[src/logic/proc_defs.svh]
/*
 * Widths, reset vector and encodings of the 16-bit pipelined core.
 * Opcodes live in instr[15:12]. Any code not listed here is illegal.
 * ALU codes are internal to the pipeline and never appear in an instruction.
 */
`ifndef PROC_DEFS_SVH
`define PROC_DEFS_SVH

`define PROC_XLEN     16
`define PROC_NREGS    8
`define PROC_RESET_PC 16'h0000

// Opcodes
`define OP_NOP  4'h0
`define OP_ADD  4'h1
`define OP_SUB  4'h2
`define OP_AND  4'h3
`define OP_XOR  4'h4
`define OP_ADDI 4'h5
`define OP_LD   4'h6
`define OP_ST   4'h7
`define OP_BEQZ 4'h8
`define OP_HALT 4'h9

// ALU operations
`define ALU_ADD 2'd0
`define ALU_SUB 2'd1
`define ALU_AND 2'd2
`define ALU_XOR 2'd3

`endif

[src/logic/proc_pkg.sv]
/*
 * Types shared by the pipeline stages.
 * One packed struct per pipeline boundary; payload fields are only
 * meaningful while the struct's valid bit is set.
 */
`include "proc_defs.svh"

package proc_pkg;

	typedef logic [`PROC_XLEN-1:0] word_t;
	typedef logic [$clog2(`PROC_NREGS)-1:0] reg_idx_t;
	typedef logic [1:0] alu_op_t;

	typedef struct packed {
		logic valid;
		word_t pc;
		word_t instr;
	} if_id_t;

	typedef struct packed {
		logic valid;
		word_t pc;
		alu_op_t alu_op;
		logic use_imm;
		word_t imm;
		reg_idx_t rs;
		// For ST this is the register holding the store data
		reg_idx_t rt;
		reg_idx_t rd;
		word_t rs_val;
		word_t rt_val;
		logic reg_wr;
		logic mem_rd;
		logic mem_wr;
		logic branch;
		logic halt;
	} id_ex_t;

	typedef struct packed {
		logic valid;
		logic reg_wr;
		logic mem_rd;
		logic mem_wr;
		reg_idx_t rd;
		word_t result;
		word_t store_data;
		logic halt;
	} ex_mem_t;

	typedef struct packed {
		logic valid;
		logic reg_wr;
		reg_idx_t rd;
		word_t data;
		logic halt;
	} mem_wb_t;

	typedef struct packed {
		logic valid;
		word_t target;
	} redirect_t;

	typedef struct packed {
		logic valid;
		logic we;
		word_t addr;
		word_t wdata;
	} dmem_req_t;

endpackage

[src/logic/decode.sv]
/*
 * Decode stage with the register file and hazard control.
 * Register writes from mem_wb land at the edge and are bypassed to
 * same-cycle reads. A load in execute feeding this instruction costs
 * one bubble. HALT or an illegal opcode stops issue until reset.
 */
`timescale 1ns/10ps
`include "proc_defs.svh"

module decode (
	input logic clk,
	input logic rst_n,
	input proc_pkg::if_id_t if_id,
	input proc_pkg::redirect_t redirect,
	input proc_pkg::id_ex_t id_ex_cur,
	input proc_pkg::mem_wb_t mem_wb,
	output logic hold,
	output proc_pkg::id_ex_t id_ex,
	output logic err
);

	proc_pkg::word_t regs [`PROC_NREGS];
	logic [3:0] opcode;
	proc_pkg::reg_idx_t rs;
	proc_pkg::reg_idx_t rt;
	proc_pkg::reg_idx_t rd;
	proc_pkg::word_t imm;
	proc_pkg::id_ex_t ctl;
	logic uses_rs;
	logic uses_rt;
	logic illegal;
	logic wb_wr;
	logic load_use;
	logic stopping;
	logic issue;
	logic stop;

	assign opcode = if_id.instr[15:12];
	assign rd = if_id.instr[11:9];
	assign rs = if_id.instr[8:6];
	// ST names its data register in the rd field
	assign rt = (opcode == `OP_ST) ? if_id.instr[11:9] : if_id.instr[5:3];
	assign imm = {{(`PROC_XLEN - 6){if_id.instr[5]}}, if_id.instr[5:0]};

	assign wb_wr = mem_wb.valid && mem_wb.reg_wr;

	always_ff @(posedge clk) begin
		if (wb_wr)
			regs[mem_wb.rd] <= mem_wb.data;
	end

	always_comb begin
		ctl = '0;
		uses_rs = 1'b0;
		uses_rt = 1'b0;
		illegal = 1'b0;
		ctl.pc = if_id.pc;
		ctl.imm = imm;
		ctl.rs = rs;
		ctl.rt = rt;
		ctl.rd = rd;
		ctl.rs_val = (wb_wr && mem_wb.rd == rs) ? mem_wb.data : regs[rs];
		ctl.rt_val = (wb_wr && mem_wb.rd == rt) ? mem_wb.data : regs[rt];
		case (opcode)
			`OP_SUB: ctl.alu_op = `ALU_SUB;
			`OP_AND: ctl.alu_op = `ALU_AND;
			`OP_XOR: ctl.alu_op = `ALU_XOR;
			default: ctl.alu_op = `ALU_ADD;
		endcase
		case (opcode)
			`OP_NOP: ;
			`OP_ADD, `OP_SUB, `OP_AND, `OP_XOR: begin
				ctl.reg_wr = 1'b1;
				uses_rs = 1'b1;
				uses_rt = 1'b1;
			end
			`OP_ADDI, `OP_LD: begin
				ctl.use_imm = 1'b1;
				ctl.reg_wr = 1'b1;
				ctl.mem_rd = (opcode == `OP_LD);
				uses_rs = 1'b1;
			end
			`OP_ST: begin
				ctl.use_imm = 1'b1;
				ctl.mem_wr = 1'b1;
				uses_rs = 1'b1;
				uses_rt = 1'b1;
			end
			`OP_BEQZ: begin
				ctl.branch = 1'b1;
				uses_rs = 1'b1;
			end
			`OP_HALT: ctl.halt = 1'b1;
			default: begin
				// Retires like HALT
				illegal = 1'b1;
				ctl.halt = 1'b1;
			end
		endcase
	end

	assign load_use = if_id.valid && id_ex_cur.valid && id_ex_cur.mem_rd &&
		((uses_rs && id_ex_cur.rd == rs) || (uses_rt && id_ex_cur.rd == rt));
	assign stopping = if_id.valid && ctl.halt;
	assign hold = load_use || stop || stopping;
	assign issue = if_id.valid && !stop && !load_use && !redirect.valid;

	always_ff @(posedge clk or negedge rst_n) begin
		if (!rst_n) begin
			id_ex <= '0;
			stop <= 1'b0;
			err <= 1'b0;
		end else begin
			id_ex <= ctl;
			id_ex.valid <= issue;
			if (issue && stopping) begin
				stop <= 1'b1;
				err <= err || illegal;
			end
		end
	end

endmodule

[src/logic/execute.sv]
/*
 * Execute stage. Operands forward from ex_mem first, then mem_wb.
 * A load result never has to forward from ex_mem since decode
 * stalls its consumer by one cycle.
 * BEQZ resolves here and redirects for exactly one cycle.
 */
`timescale 1ns/10ps
`include "proc_defs.svh"

module execute (
	input logic clk,
	input logic rst_n,
	input proc_pkg::id_ex_t id_ex,
	input proc_pkg::mem_wb_t mem_wb,
	output proc_pkg::ex_mem_t ex_mem,
	output proc_pkg::redirect_t redirect
);

	proc_pkg::word_t op_a;
	proc_pkg::word_t op_rt;
	proc_pkg::word_t op_b;
	proc_pkg::word_t alu_out;
	logic taken;

	// Youngest producer wins
	function automatic proc_pkg::word_t fwd(
		input proc_pkg::reg_idx_t idx,
		input proc_pkg::word_t val,
		input proc_pkg::ex_mem_t em,
		input proc_pkg::mem_wb_t mw
	);
		if (em.valid && em.reg_wr && em.rd == idx)
			return em.result;
		if (mw.valid && mw.reg_wr && mw.rd == idx)
			return mw.data;
		return val;
	endfunction

	assign op_a = fwd(id_ex.rs, id_ex.rs_val, ex_mem, mem_wb);
	assign op_rt = fwd(id_ex.rt, id_ex.rt_val, ex_mem, mem_wb);
	assign op_b = id_ex.use_imm ? id_ex.imm : op_rt;

	always_comb begin
		case (id_ex.alu_op)
			`ALU_SUB: alu_out = op_a - op_b;
			`ALU_AND: alu_out = op_a & op_b;
			`ALU_XOR: alu_out = op_a ^ op_b;
			default: alu_out = op_a + op_b;
		endcase
	end

	assign taken = id_ex.valid && id_ex.branch && (op_a == '0);
	assign redirect.valid = taken;
	assign redirect.target = id_ex.pc + proc_pkg::word_t'(1) + id_ex.imm;

	always_ff @(posedge clk or negedge rst_n) begin
		if (!rst_n) begin
			ex_mem <= '0;
		end else begin
			ex_mem.valid <= id_ex.valid;
			ex_mem.reg_wr <= id_ex.reg_wr;
			ex_mem.mem_rd <= id_ex.mem_rd;
			ex_mem.mem_wr <= id_ex.mem_wr;
			ex_mem.rd <= id_ex.rd;
			ex_mem.result <= alu_out;
			ex_mem.store_data <= op_rt;
			ex_mem.halt <= id_ex.halt;
		end
	end

endmodule

[src/logic/fetch.sv]
/*
 * Fetch stage. The instruction memory must answer imem_addr in the
 * same cycle; there is no wait state.
 * A redirect takes priority over hold.
 */
`timescale 1ns/10ps
`include "proc_defs.svh"

module fetch (
	input logic clk,
	input logic rst_n,
	input logic hold,
	input proc_pkg::redirect_t redirect,
	output proc_pkg::word_t imem_addr,
	input proc_pkg::word_t imem_data,
	output proc_pkg::if_id_t if_id
);

	proc_pkg::word_t pc;

	assign imem_addr = pc;

	always_ff @(posedge clk or negedge rst_n) begin
		if (!rst_n) begin
			pc <= `PROC_RESET_PC;
			if_id <= '0;
		end else if (redirect.valid) begin
			// Taken branch drops the wrong-path word
			pc <= redirect.target;
			if_id.valid <= 1'b0;
		end else if (!hold) begin
			pc <= pc + proc_pkg::word_t'(1);
			if_id.valid <= 1'b1;
			if_id.pc <= pc;
			if_id.instr <= imem_data;
		end
	end

endmodule

[src/logic/memory_stage.sv]
/*
 * Memory stage. Loads expect dmem_rdata in the same cycle as the
 * request; stores commit at the next rising edge.
 * halted rises when HALT reaches writeback and holds until reset.
 */
`timescale 1ns/10ps

module memory_stage (
	input logic clk,
	input logic rst_n,
	input proc_pkg::ex_mem_t ex_mem,
	output proc_pkg::dmem_req_t dmem_req,
	input proc_pkg::word_t dmem_rdata,
	output proc_pkg::mem_wb_t mem_wb,
	output logic halted
);

	proc_pkg::word_t wb_data;

	assign dmem_req.valid = ex_mem.valid && (ex_mem.mem_rd || ex_mem.mem_wr);
	assign dmem_req.we = ex_mem.valid && ex_mem.mem_wr;
	assign dmem_req.addr = ex_mem.result;
	assign dmem_req.wdata = ex_mem.store_data;

	// Load data or ALU result
	assign wb_data = ex_mem.mem_rd ? dmem_rdata : ex_mem.result;

	always_ff @(posedge clk or negedge rst_n) begin
		if (!rst_n) begin
			mem_wb <= '0;
			halted <= 1'b0;
		end else begin
			mem_wb.valid <= ex_mem.valid;
			mem_wb.reg_wr <= ex_mem.reg_wr;
			mem_wb.rd <= ex_mem.rd;
			mem_wb.data <= wb_data;
			mem_wb.halt <= ex_mem.halt;
			if (mem_wb.valid && mem_wb.halt)
				halted <= 1'b1;
		end
	end

endmodule

[src/logic/proc.sv]
/*
 * Top of the five-stage 16-bit core.
 * Both memories sit outside and must answer combinationally.
 * After halted or err rises, only reset restarts the core.
 */
`timescale 1ns/10ps

module proc (
	input logic clk,
	input logic rst_n,
	output proc_pkg::word_t imem_addr,
	input proc_pkg::word_t imem_data,
	output proc_pkg::dmem_req_t dmem_req,
	input proc_pkg::word_t dmem_rdata,
	output logic halted,
	output logic err
);

	proc_pkg::if_id_t if_id;
	proc_pkg::id_ex_t id_ex;
	proc_pkg::ex_mem_t ex_mem;
	proc_pkg::mem_wb_t mem_wb;
	proc_pkg::redirect_t redirect;
	logic hold;

	fetch u_fetch (
		.clk       (clk),
		.rst_n     (rst_n),
		.hold      (hold),
		.redirect  (redirect),
		.imem_addr (imem_addr),
		.imem_data (imem_data),
		.if_id     (if_id)
	);

	// id_ex also feeds back for the load-use check
	decode u_decode (
		.clk       (clk),
		.rst_n     (rst_n),
		.if_id     (if_id),
		.redirect  (redirect),
		.id_ex_cur (id_ex),
		.mem_wb    (mem_wb),
		.hold      (hold),
		.id_ex     (id_ex),
		.err       (err)
	);

	execute u_execute (
		.clk      (clk),
		.rst_n    (rst_n),
		.id_ex    (id_ex),
		.mem_wb   (mem_wb),
		.ex_mem   (ex_mem),
		.redirect (redirect)
	);

	memory_stage u_memory_stage (
		.clk        (clk),
		.rst_n      (rst_n),
		.ex_mem     (ex_mem),
		.dmem_req   (dmem_req),
		.dmem_rdata (dmem_rdata),
		.mem_wb     (mem_wb),
		.halted     (halted)
	);

endmodule

[config.mk]
export PLATFORM = sky130hd
export DESIGN_NAME = proc
export DESIGN_NICKNAME = d
export VERILOG_FILES = /design/src/logic/proc_pkg.sv /design/src/logic/decode.sv /design/src/logic/execute.sv /design/src/logic/fetch.sv /design/src/logic/memory_stage.sv /design/src/logic/proc.sv
export VERILOG_INCLUDE_DIRS = /design/src /design/src/logic
export SDC_FILE = /design/constraint.sdc
export NUM_CORES = 1
export LEC_CHECK = 0
export BUFFER_PORTS_ARGS = -buffer_cell sky130_fd_sc_hd__buf_4
export CELL_PAD_IN_SITES_DETAIL_PLACEMENT = 0
export CELL_PAD_IN_SITES_GLOBAL_PLACEMENT = 2
export CORE_MARGIN = 3
export CORE_UTILIZATION = 38
export CTS_CLUSTER_DIAMETER = 50
export DETAILED_ROUTE_END_ITERATION = 7
export HOLD_SLACK_MARGIN = 0.12
export PLACE_DENSITY = 0.78
export SKIP_CTS_REPAIR_TIMING = 1
export SLEW_MARGIN = 10
export SYNTH_ARGS = -nofsm -noshare
export SYNTH_HDL_FRONTEND = slang
export SYNTH_SLANG_ARGS = --single-unit
export TNS_END_PERCENT = 5
[constraint.sdc]
create_clock -name clk -period 5.18 [get_ports clk]
set_clock_uncertainty 0.2 [all_clocks]
set_input_delay 0.259 -clock clk [delete_from_list [all_inputs] [get_ports clk]]
set_output_delay 0.259 -clock clk [all_outputs]
set_load 0.02 [all_outputs]
# Word level (Yosys, flattened, before mapping)
# Memory sizes are Yosys's and may differ from the RTL's. A register that Yosys moved wholly into a read port is not among the register bits.
# Index checks and enable logic that the tools add are counted.
# word_totals
mem_bits_ro	0
input_bits	34
latch_bits	0
ram_bits	128
n_memories	1
out_inout_bits	52
ff_bits	154
elab_cells	137
# memory_table
name	depth	word_bits	read_ports	rd_clocked_by_memory_dff	wr	line	text
u_decode.regs	8	16	2	2	1	decode.sv:22	proc_pkg::word_t regs [`PROC_NREGS];
# op_classes
div	0
addsub	5
muxes	34
order_cmp	0
reduce_logical	41
n_bitwise	4
n_eq_ne	19
n_shift	0
mul	0
# ops
cell	n
$mux W16	12
$pmux W16 S3	1
$mux W33	1
$add A16 B1 Y16 const B	2
$add A16 B16 Y16	2
$logic_and A1 B1 Y1	21
$eq A3 B3 Y1	6
$mux W1	18
$and A16 B16 Y16	1
$eq A4 B3 Y1 const B	4
$logic_not A16 Y1	1
$sub A16 B16 Y16	1
$xor A16 B16 Y16	1
$reduce_or A10 Y1	1
$reduce_or A9 Y1	1
$eq A4 B2 Y1 const B	2
$eq A4 B4 Y1 const B	2
$reduce_or A8 Y1	1
$pmux W2 S3	1
$reduce_or A6 Y1	1
$logic_not A1 Y1	5
$logic_or A1 B1 Y1	5
$reduce_or A5 Y1	1
$eq A2 B2 Y1 const B	2
other kinds (9)	10

# Longest topological paths before layout
# logic_depth
depth_word	11
depth_mapped	22
depth_no_buf	19

# Cells and area by module
# Synthesis repeated with hierarchy kept, for this count alone.
# unflattened
cells_unflattened	1460
area_unflattened_um2	17355.4
# by_module_without_submodules
mod	seq_area_each_um2	cells_per_inst	area_each_um2	n_inst
decode	5695.5	682	9630.5	1
execute	1001.0	529	4455.5	1
fetch	1226.2	173	2187.1	1
memory_stage	575.6	76	1082.3	1

# Least setup slack after synthesis
# No wires, ideal clock.
# synth_timing
kind	register to register
start	register, netlist name u_memory_stage.mem_wb[19]
end	register, netlist name u_execute.ex_mem[32]
path_buffers	3
stages_incl_launch_ff	23
synth_period_minus_slack_ns	5.047
setup_time_ns	0.064
t_arrival_ns	4.783
t_required_ns	4.916
setup_slack_ns	0.133
cell_sequence	dfrtp_1 -> buf_6 -> xor2_2 -> or4_4 -> buf_6 -> buf_2 -> a221oi_1 -> nor2_1 -> a21boi_0 -> ha_1 -> nand2_1 -> o21ai_0 -> inv_1 -> ha_1 -> nor2b_1 -> o31a_1 -> o41ai_1 -> a21oi_1 -> a211oi_1 -> nor3_1 -> or4_1 -> a31oi_1 -> or3_1
# synth_via
elab_chain_cells	9
word_cells_on_any_way	20
classes_between	add/sub: 2; eq/ne: 2; mux: 12; bitwise: 2; reduce/logical: 2
# synth_lines
item	line	text
$eq A3 B3 Y1 (*)	execute.sv:34	if (mw.valid && mw.reg_wr && mw.rd == idx)
$logic_and A1 B1 Y1 (*)	execute.sv:34	
$mux W1 (2 in series)	execute.sv:34	
$mux W16 (*)	execute.sv:36	return val;
$mux W16 (*)	execute.sv:34	
via u_execute.op_rt[0]	execute.sv:20	proc_pkg::word_t op_rt;
$mux W16 (*)	execute.sv:41	assign op_b = id_ex.use_imm ? id_ex.imm : op_rt;
$add A16 B16 Y16 / $sub A16 B16 Y16 (equally long branches)	execute.sv:48, execute.sv:45	
$pmux W16 S3 (*)	execute.sv:44	case (id_ex.alu_op)
via u_execute.alu_out[15]	execute.sv:22	proc_pkg::word_t alu_out;
# The timed path passes the listed nets; every way through them passes the cells marked *. The select of a mux whose other input is x is not followed.
# A chain may end at the register's enable or synchronous reset.

# Worst setup path after layout
# layout_timing
start	register, netlist name u_decode.id_ex[42]
end	register, netlist name u_execute.ex_mem[32]
# layout_via
elab_chain_cells	9
word_cells_on_any_way	16
classes_between	add/sub: 2; eq/ne: 2; mux: 8; bitwise: 2; reduce/logical: 2
# layout_lines
item	line	text
$eq A3 B3 Y1	execute.sv:34	
$logic_and A1 B1 Y1	execute.sv:34	
$mux W1 (2 in series)	execute.sv:34	
$mux W16	execute.sv:36	
$mux W16 (*)	execute.sv:34	
$mux W16 (*)	execute.sv:41	
$add A16 B16 Y16 (tied with other cells)	execute.sv:48	default: alu_out = op_a + op_b;
$pmux W16 S3 (*)	execute.sv:44	
via u_execute.alu_out[15]	execute.sv:22	
# Marks and branches as above.

==> flow_results.org <==
** Outcome
- Run status :: finished, final reports clean

** Timing
- The worst pin sits at a relative slew slack of 32.1%.
- Endpoints failing hold :: 0
- Timing would allow up to 202 MHz.
- At the pin with the least slew margin, the transition time is 1.02 ns.
- Share of the clock period used by the worst path :: 95.5%
- Final setup TNS :: 0 ns
- Setup violations remaining at the end of the flow were counted as 0.
- Number of max-slew violations in the final report :: 0
- Min setup slack post-route :: 0.234 ns
- Counting I/O delays and the setup requirement, the final critical path takes 4.95 ns.

** Yosys
- Synthesized netlist cell count :: 1406
- Synth Warn # :: 0
- Proportion of synthesized chip area in sequential cells :: 53.0%
- After synthesis, the most frequently instantiated cells are nand2_1 (213), dfrtp_1 (186), edfxtp_1 (128).
- Summed over all instances, the cell type with the most area after synthesis is dfrtp_1.
- Synthesis produced a netlist with a net count of 1490.
- Distinct cell type count after synthesis :: 71
- Number of flops mapped to enable cells by yosys :: 128
- Cell with the most instances after synthesis :: nand2_1
- Syn_area_per_cell :: 11.4 µm²
- In the post-synthesis netlist, the biggest area contributors are dfrtp_1 (29%), edfxtp_1 (24%), nand2_1 (5.0%).
- The mapped netlist covers 16000 µm².
- The share of synthesized area in the top cell type comes to 29.1%.
- Flops & latches, synth :: 314
- For this run, the leading register cell type out of synthesis is dfrtp_1.
- Counting flops with an async set or reset pin after synthesis yields a share of 59.2%.

** Power
- Total Power Consumption :: 0.0146 W
- Leakage :: 7.87 nW
- Across the VDD grid, the largest voltage drop is 421 µV.
- Total power per unit cell area :: 763 nW/µm²

** CTS
- The longest clock path from root to sink contains 3 buffers.
- TritonCTS buffer count :: 40
- Clock tree from TritonCTS :: yes
- The root buffer cell chosen for the clock tree is clkbuf_16.
- H-tree depth :: 2
- Clock transition at the register clock pins on the worst setup and hold paths after CTS :: 0.06 ns
- The later pin in the worst-skew pair is clocked with a latency of 0.55 ns.
- Number of clock sinks :: 314

** Detailed routing
- Via-per-instance ratio :: 5.44
- Per-cell routed wire length :: 21.3 µm
- Final WL :: 44.4 mm
- Via count :: 11300
- In the routed design, unresolved DRC markers number 0.
- In this run the remaining antenna-violating nets after routing total 0.
- For this run, the detailed router's first-pass iteration total came to 5.
- First DRT Iteration DRCs :: 641

** Hold path
- The tightest min-delay check is of the input port to async pin type.

** Worst setup path
- Across all register-to-register paths, the minimum setup slack is 0.23 ns.
- For the worst setup path, the data required time is 5.47 ns.
- Tracing the worst setup path back leads to its startpoint at u_decode.id_ex[42]$_DFF_PN0_.
- The worst setup path is launched from a flop.
- The number of cells on the worst reg-to-reg path is 16.
- The endpoint identified for the worst register-to-register timing path is u_execute.ex_mem[32]$_DFF_PN0_.
- Of all nets on the critical path, the largest fanout is 13.
- The worst setup path is captured at a flop.
- The worst setup path is of the flop to flop kind.
- Data arrival at the endpoint of the critical path :: 5.23 ns
- Worst flop-to-flop path startpoint :: u_decode.id_ex[42]$_DFF_PN0_

** Global route
- Antenna violations before repair :: 0
- Across every metal layer, demand over resource in global routing totals 19.9%.
- Global-route wire length before repair :: 68.2 mm
- Grt ovf :: 0
- Entering global routing, the biggest net connects 112 pins.
- The via count of the first global-routing pass was 11400.

** Floorplan
- Die outline height :: 211 µm
- Floorplan core area :: 41200 µm²
- DIE AREA :: 44700 µm²
- Pin placement for this block handled 86 I/O pins.
- Once the floorplan was initialized, standard cells occupied 38.9% of the core.
- Std-Cell Rows :: 74
- In this run the horizontal extent of the chip is 211 µm.

** Place
- Detailed placement finished with a half-perimeter wire length of 29.7 mm.
- Prior to clock tree synthesis, the placed netlist has a worst setup slack of -0.0153 ns.
- The count of buffers added on input and output ports is 85.
- The congestion estimate from routability-driven global placement came to 0.815.
- Post-placement cell area :: 17300 µm²

** Final layout
- Number of nets in the finished design :: 1609
- Ratio of cells with drive above 1 in the final layout :: 21.8%
- Syn-to-layout area delta :: 19.6%
- Final instance area :: 19200 µm²
- The repair_antennas step left the layout with diodes totalling 0.

** Run
- Total of max-cap violations :: 0
-- through the flow --
step                hold slack, ns  util, %  std cells
floorplan                   -0.237        -       1406
global placement             0.132     42.1       1978
detailed placement           0.130     42.1       1978
CTS                         -0.466     45.4       2050
global route                 0.137     46.5       2087
finish                      0.0886     46.5       2087
-- per-layer routing --
metal	global-route usage, %	share of wire (%)	up-vias
met5	0	0	-
met4	5.52	2.0	0
met3	3.54	5.4	54
met2	31.9	46	290
met1	28.1	46	5660
li1	-	-	5341
-- registers in the layout, summed over array words and instances (netlist names) --
| name | count |
|---|---|
| u_decode.err | 1 |
| u_decode.id_ex | 72 |
| u_decode.regs | 128 |
| u_decode.stop | 1 |
| u_execute.ex_mem | 40 |
| u_fetch.if_id | 33 |
| u_fetch.imem_addr | 16 |
| u_memory_stage.halted | 1 |
| u_memory_stage.mem_wb | 22 |
-- worst max-delay path by stage --
stage                                     end  slack (ns)
6_report       u_execute.ex_mem[32]$_DFF_PN0_        0.23
5_1_grt        u_execute.ex_mem[32]$_DFF_PN0_       -0.03
4_1_cts        u_execute.ex_mem[32]$_DFF_PN0_       -0.02
3_5_place_dp   u_execute.ex_mem[32]$_DFF_PN0_       -0.02
3_3_place_gp   u_execute.ex_mem[32]$_DFF_PN0_        0.02
2_1_floorplan  u_execute.ex_mem[32]$_DFF_PN0_        0.13
-- power breakdown --
| group | total (W) | leakage [nW] | switching (W) | internal, W |
|---|---|---|---|---|
| Sequential | 0.00422 | 3.43 | 0.000785 | 0.00343 |
| Combinational | 0.00760 | 3.77 | 0.00433 | 0.00327 |
| Clock | 0.00281 | 0.663 | 0.00109 | 0.00172 |
| Total | 0.0146 | 7.87 | 0.00620 | 0.00843 |
-- layout by cell type, fill, tap and decap left out, types with 33 or more instances in the layout --
master         instances
mux2i_1               53
ha_1                  48
o21ai_0               71
clkbuf_16             43
a21oi_1               45
xor2_1                35
nand3_1               43
dfrtp_1              185
nor2_1                61
xnor2_1               37
nand2_1              213
mux2_2                46
and3_1                37
buf_4                148
dlygate4sd3_1         33
edfxtp_1             128
-- cell families after synthesis --
family                     share of synthesized area (%)
AOI/OAI and AO/OA                                   9.93
xor gates and xnor gates                            4.04
adders and majority gates                           4.00
buffers and inverters                               4.24
DFF                                                 53.0
muxes                                               11.4
and+or+nand+nor                                     13.3
-- critical path, stage by stage, from the launching register on --
cell	delay [ns]
dfrtp_1	0.42
xor2_2	0.21
or4_4	0.59
buf_6	0.19
a221oi_4	0.36
o31ai_4	0.12
or4b_4	0.53
nor4b_4	0.39
nor2_1	0.10
xnor2_1	0.13
ha_1	0.33
or3_1	0.38
o21ai_0	0.11
nor3_1	0.09
or4_1	0.47
a31oi_1	0.16
or3_1	0.11
-- area by class of cell --
class / count / area, µm²
well taps: 532 / 666
flip-flops and latches: 314 / 8500
inverters: 33 / 124
clock buffers: 53 / 1140
multi-input cells: 952 / 7030
clock inverters: 19 / 209
repair buffers: 184 / 1490
fillers: 3681 / 22000
Note: power is estimated with default switching activity, not from simulation.
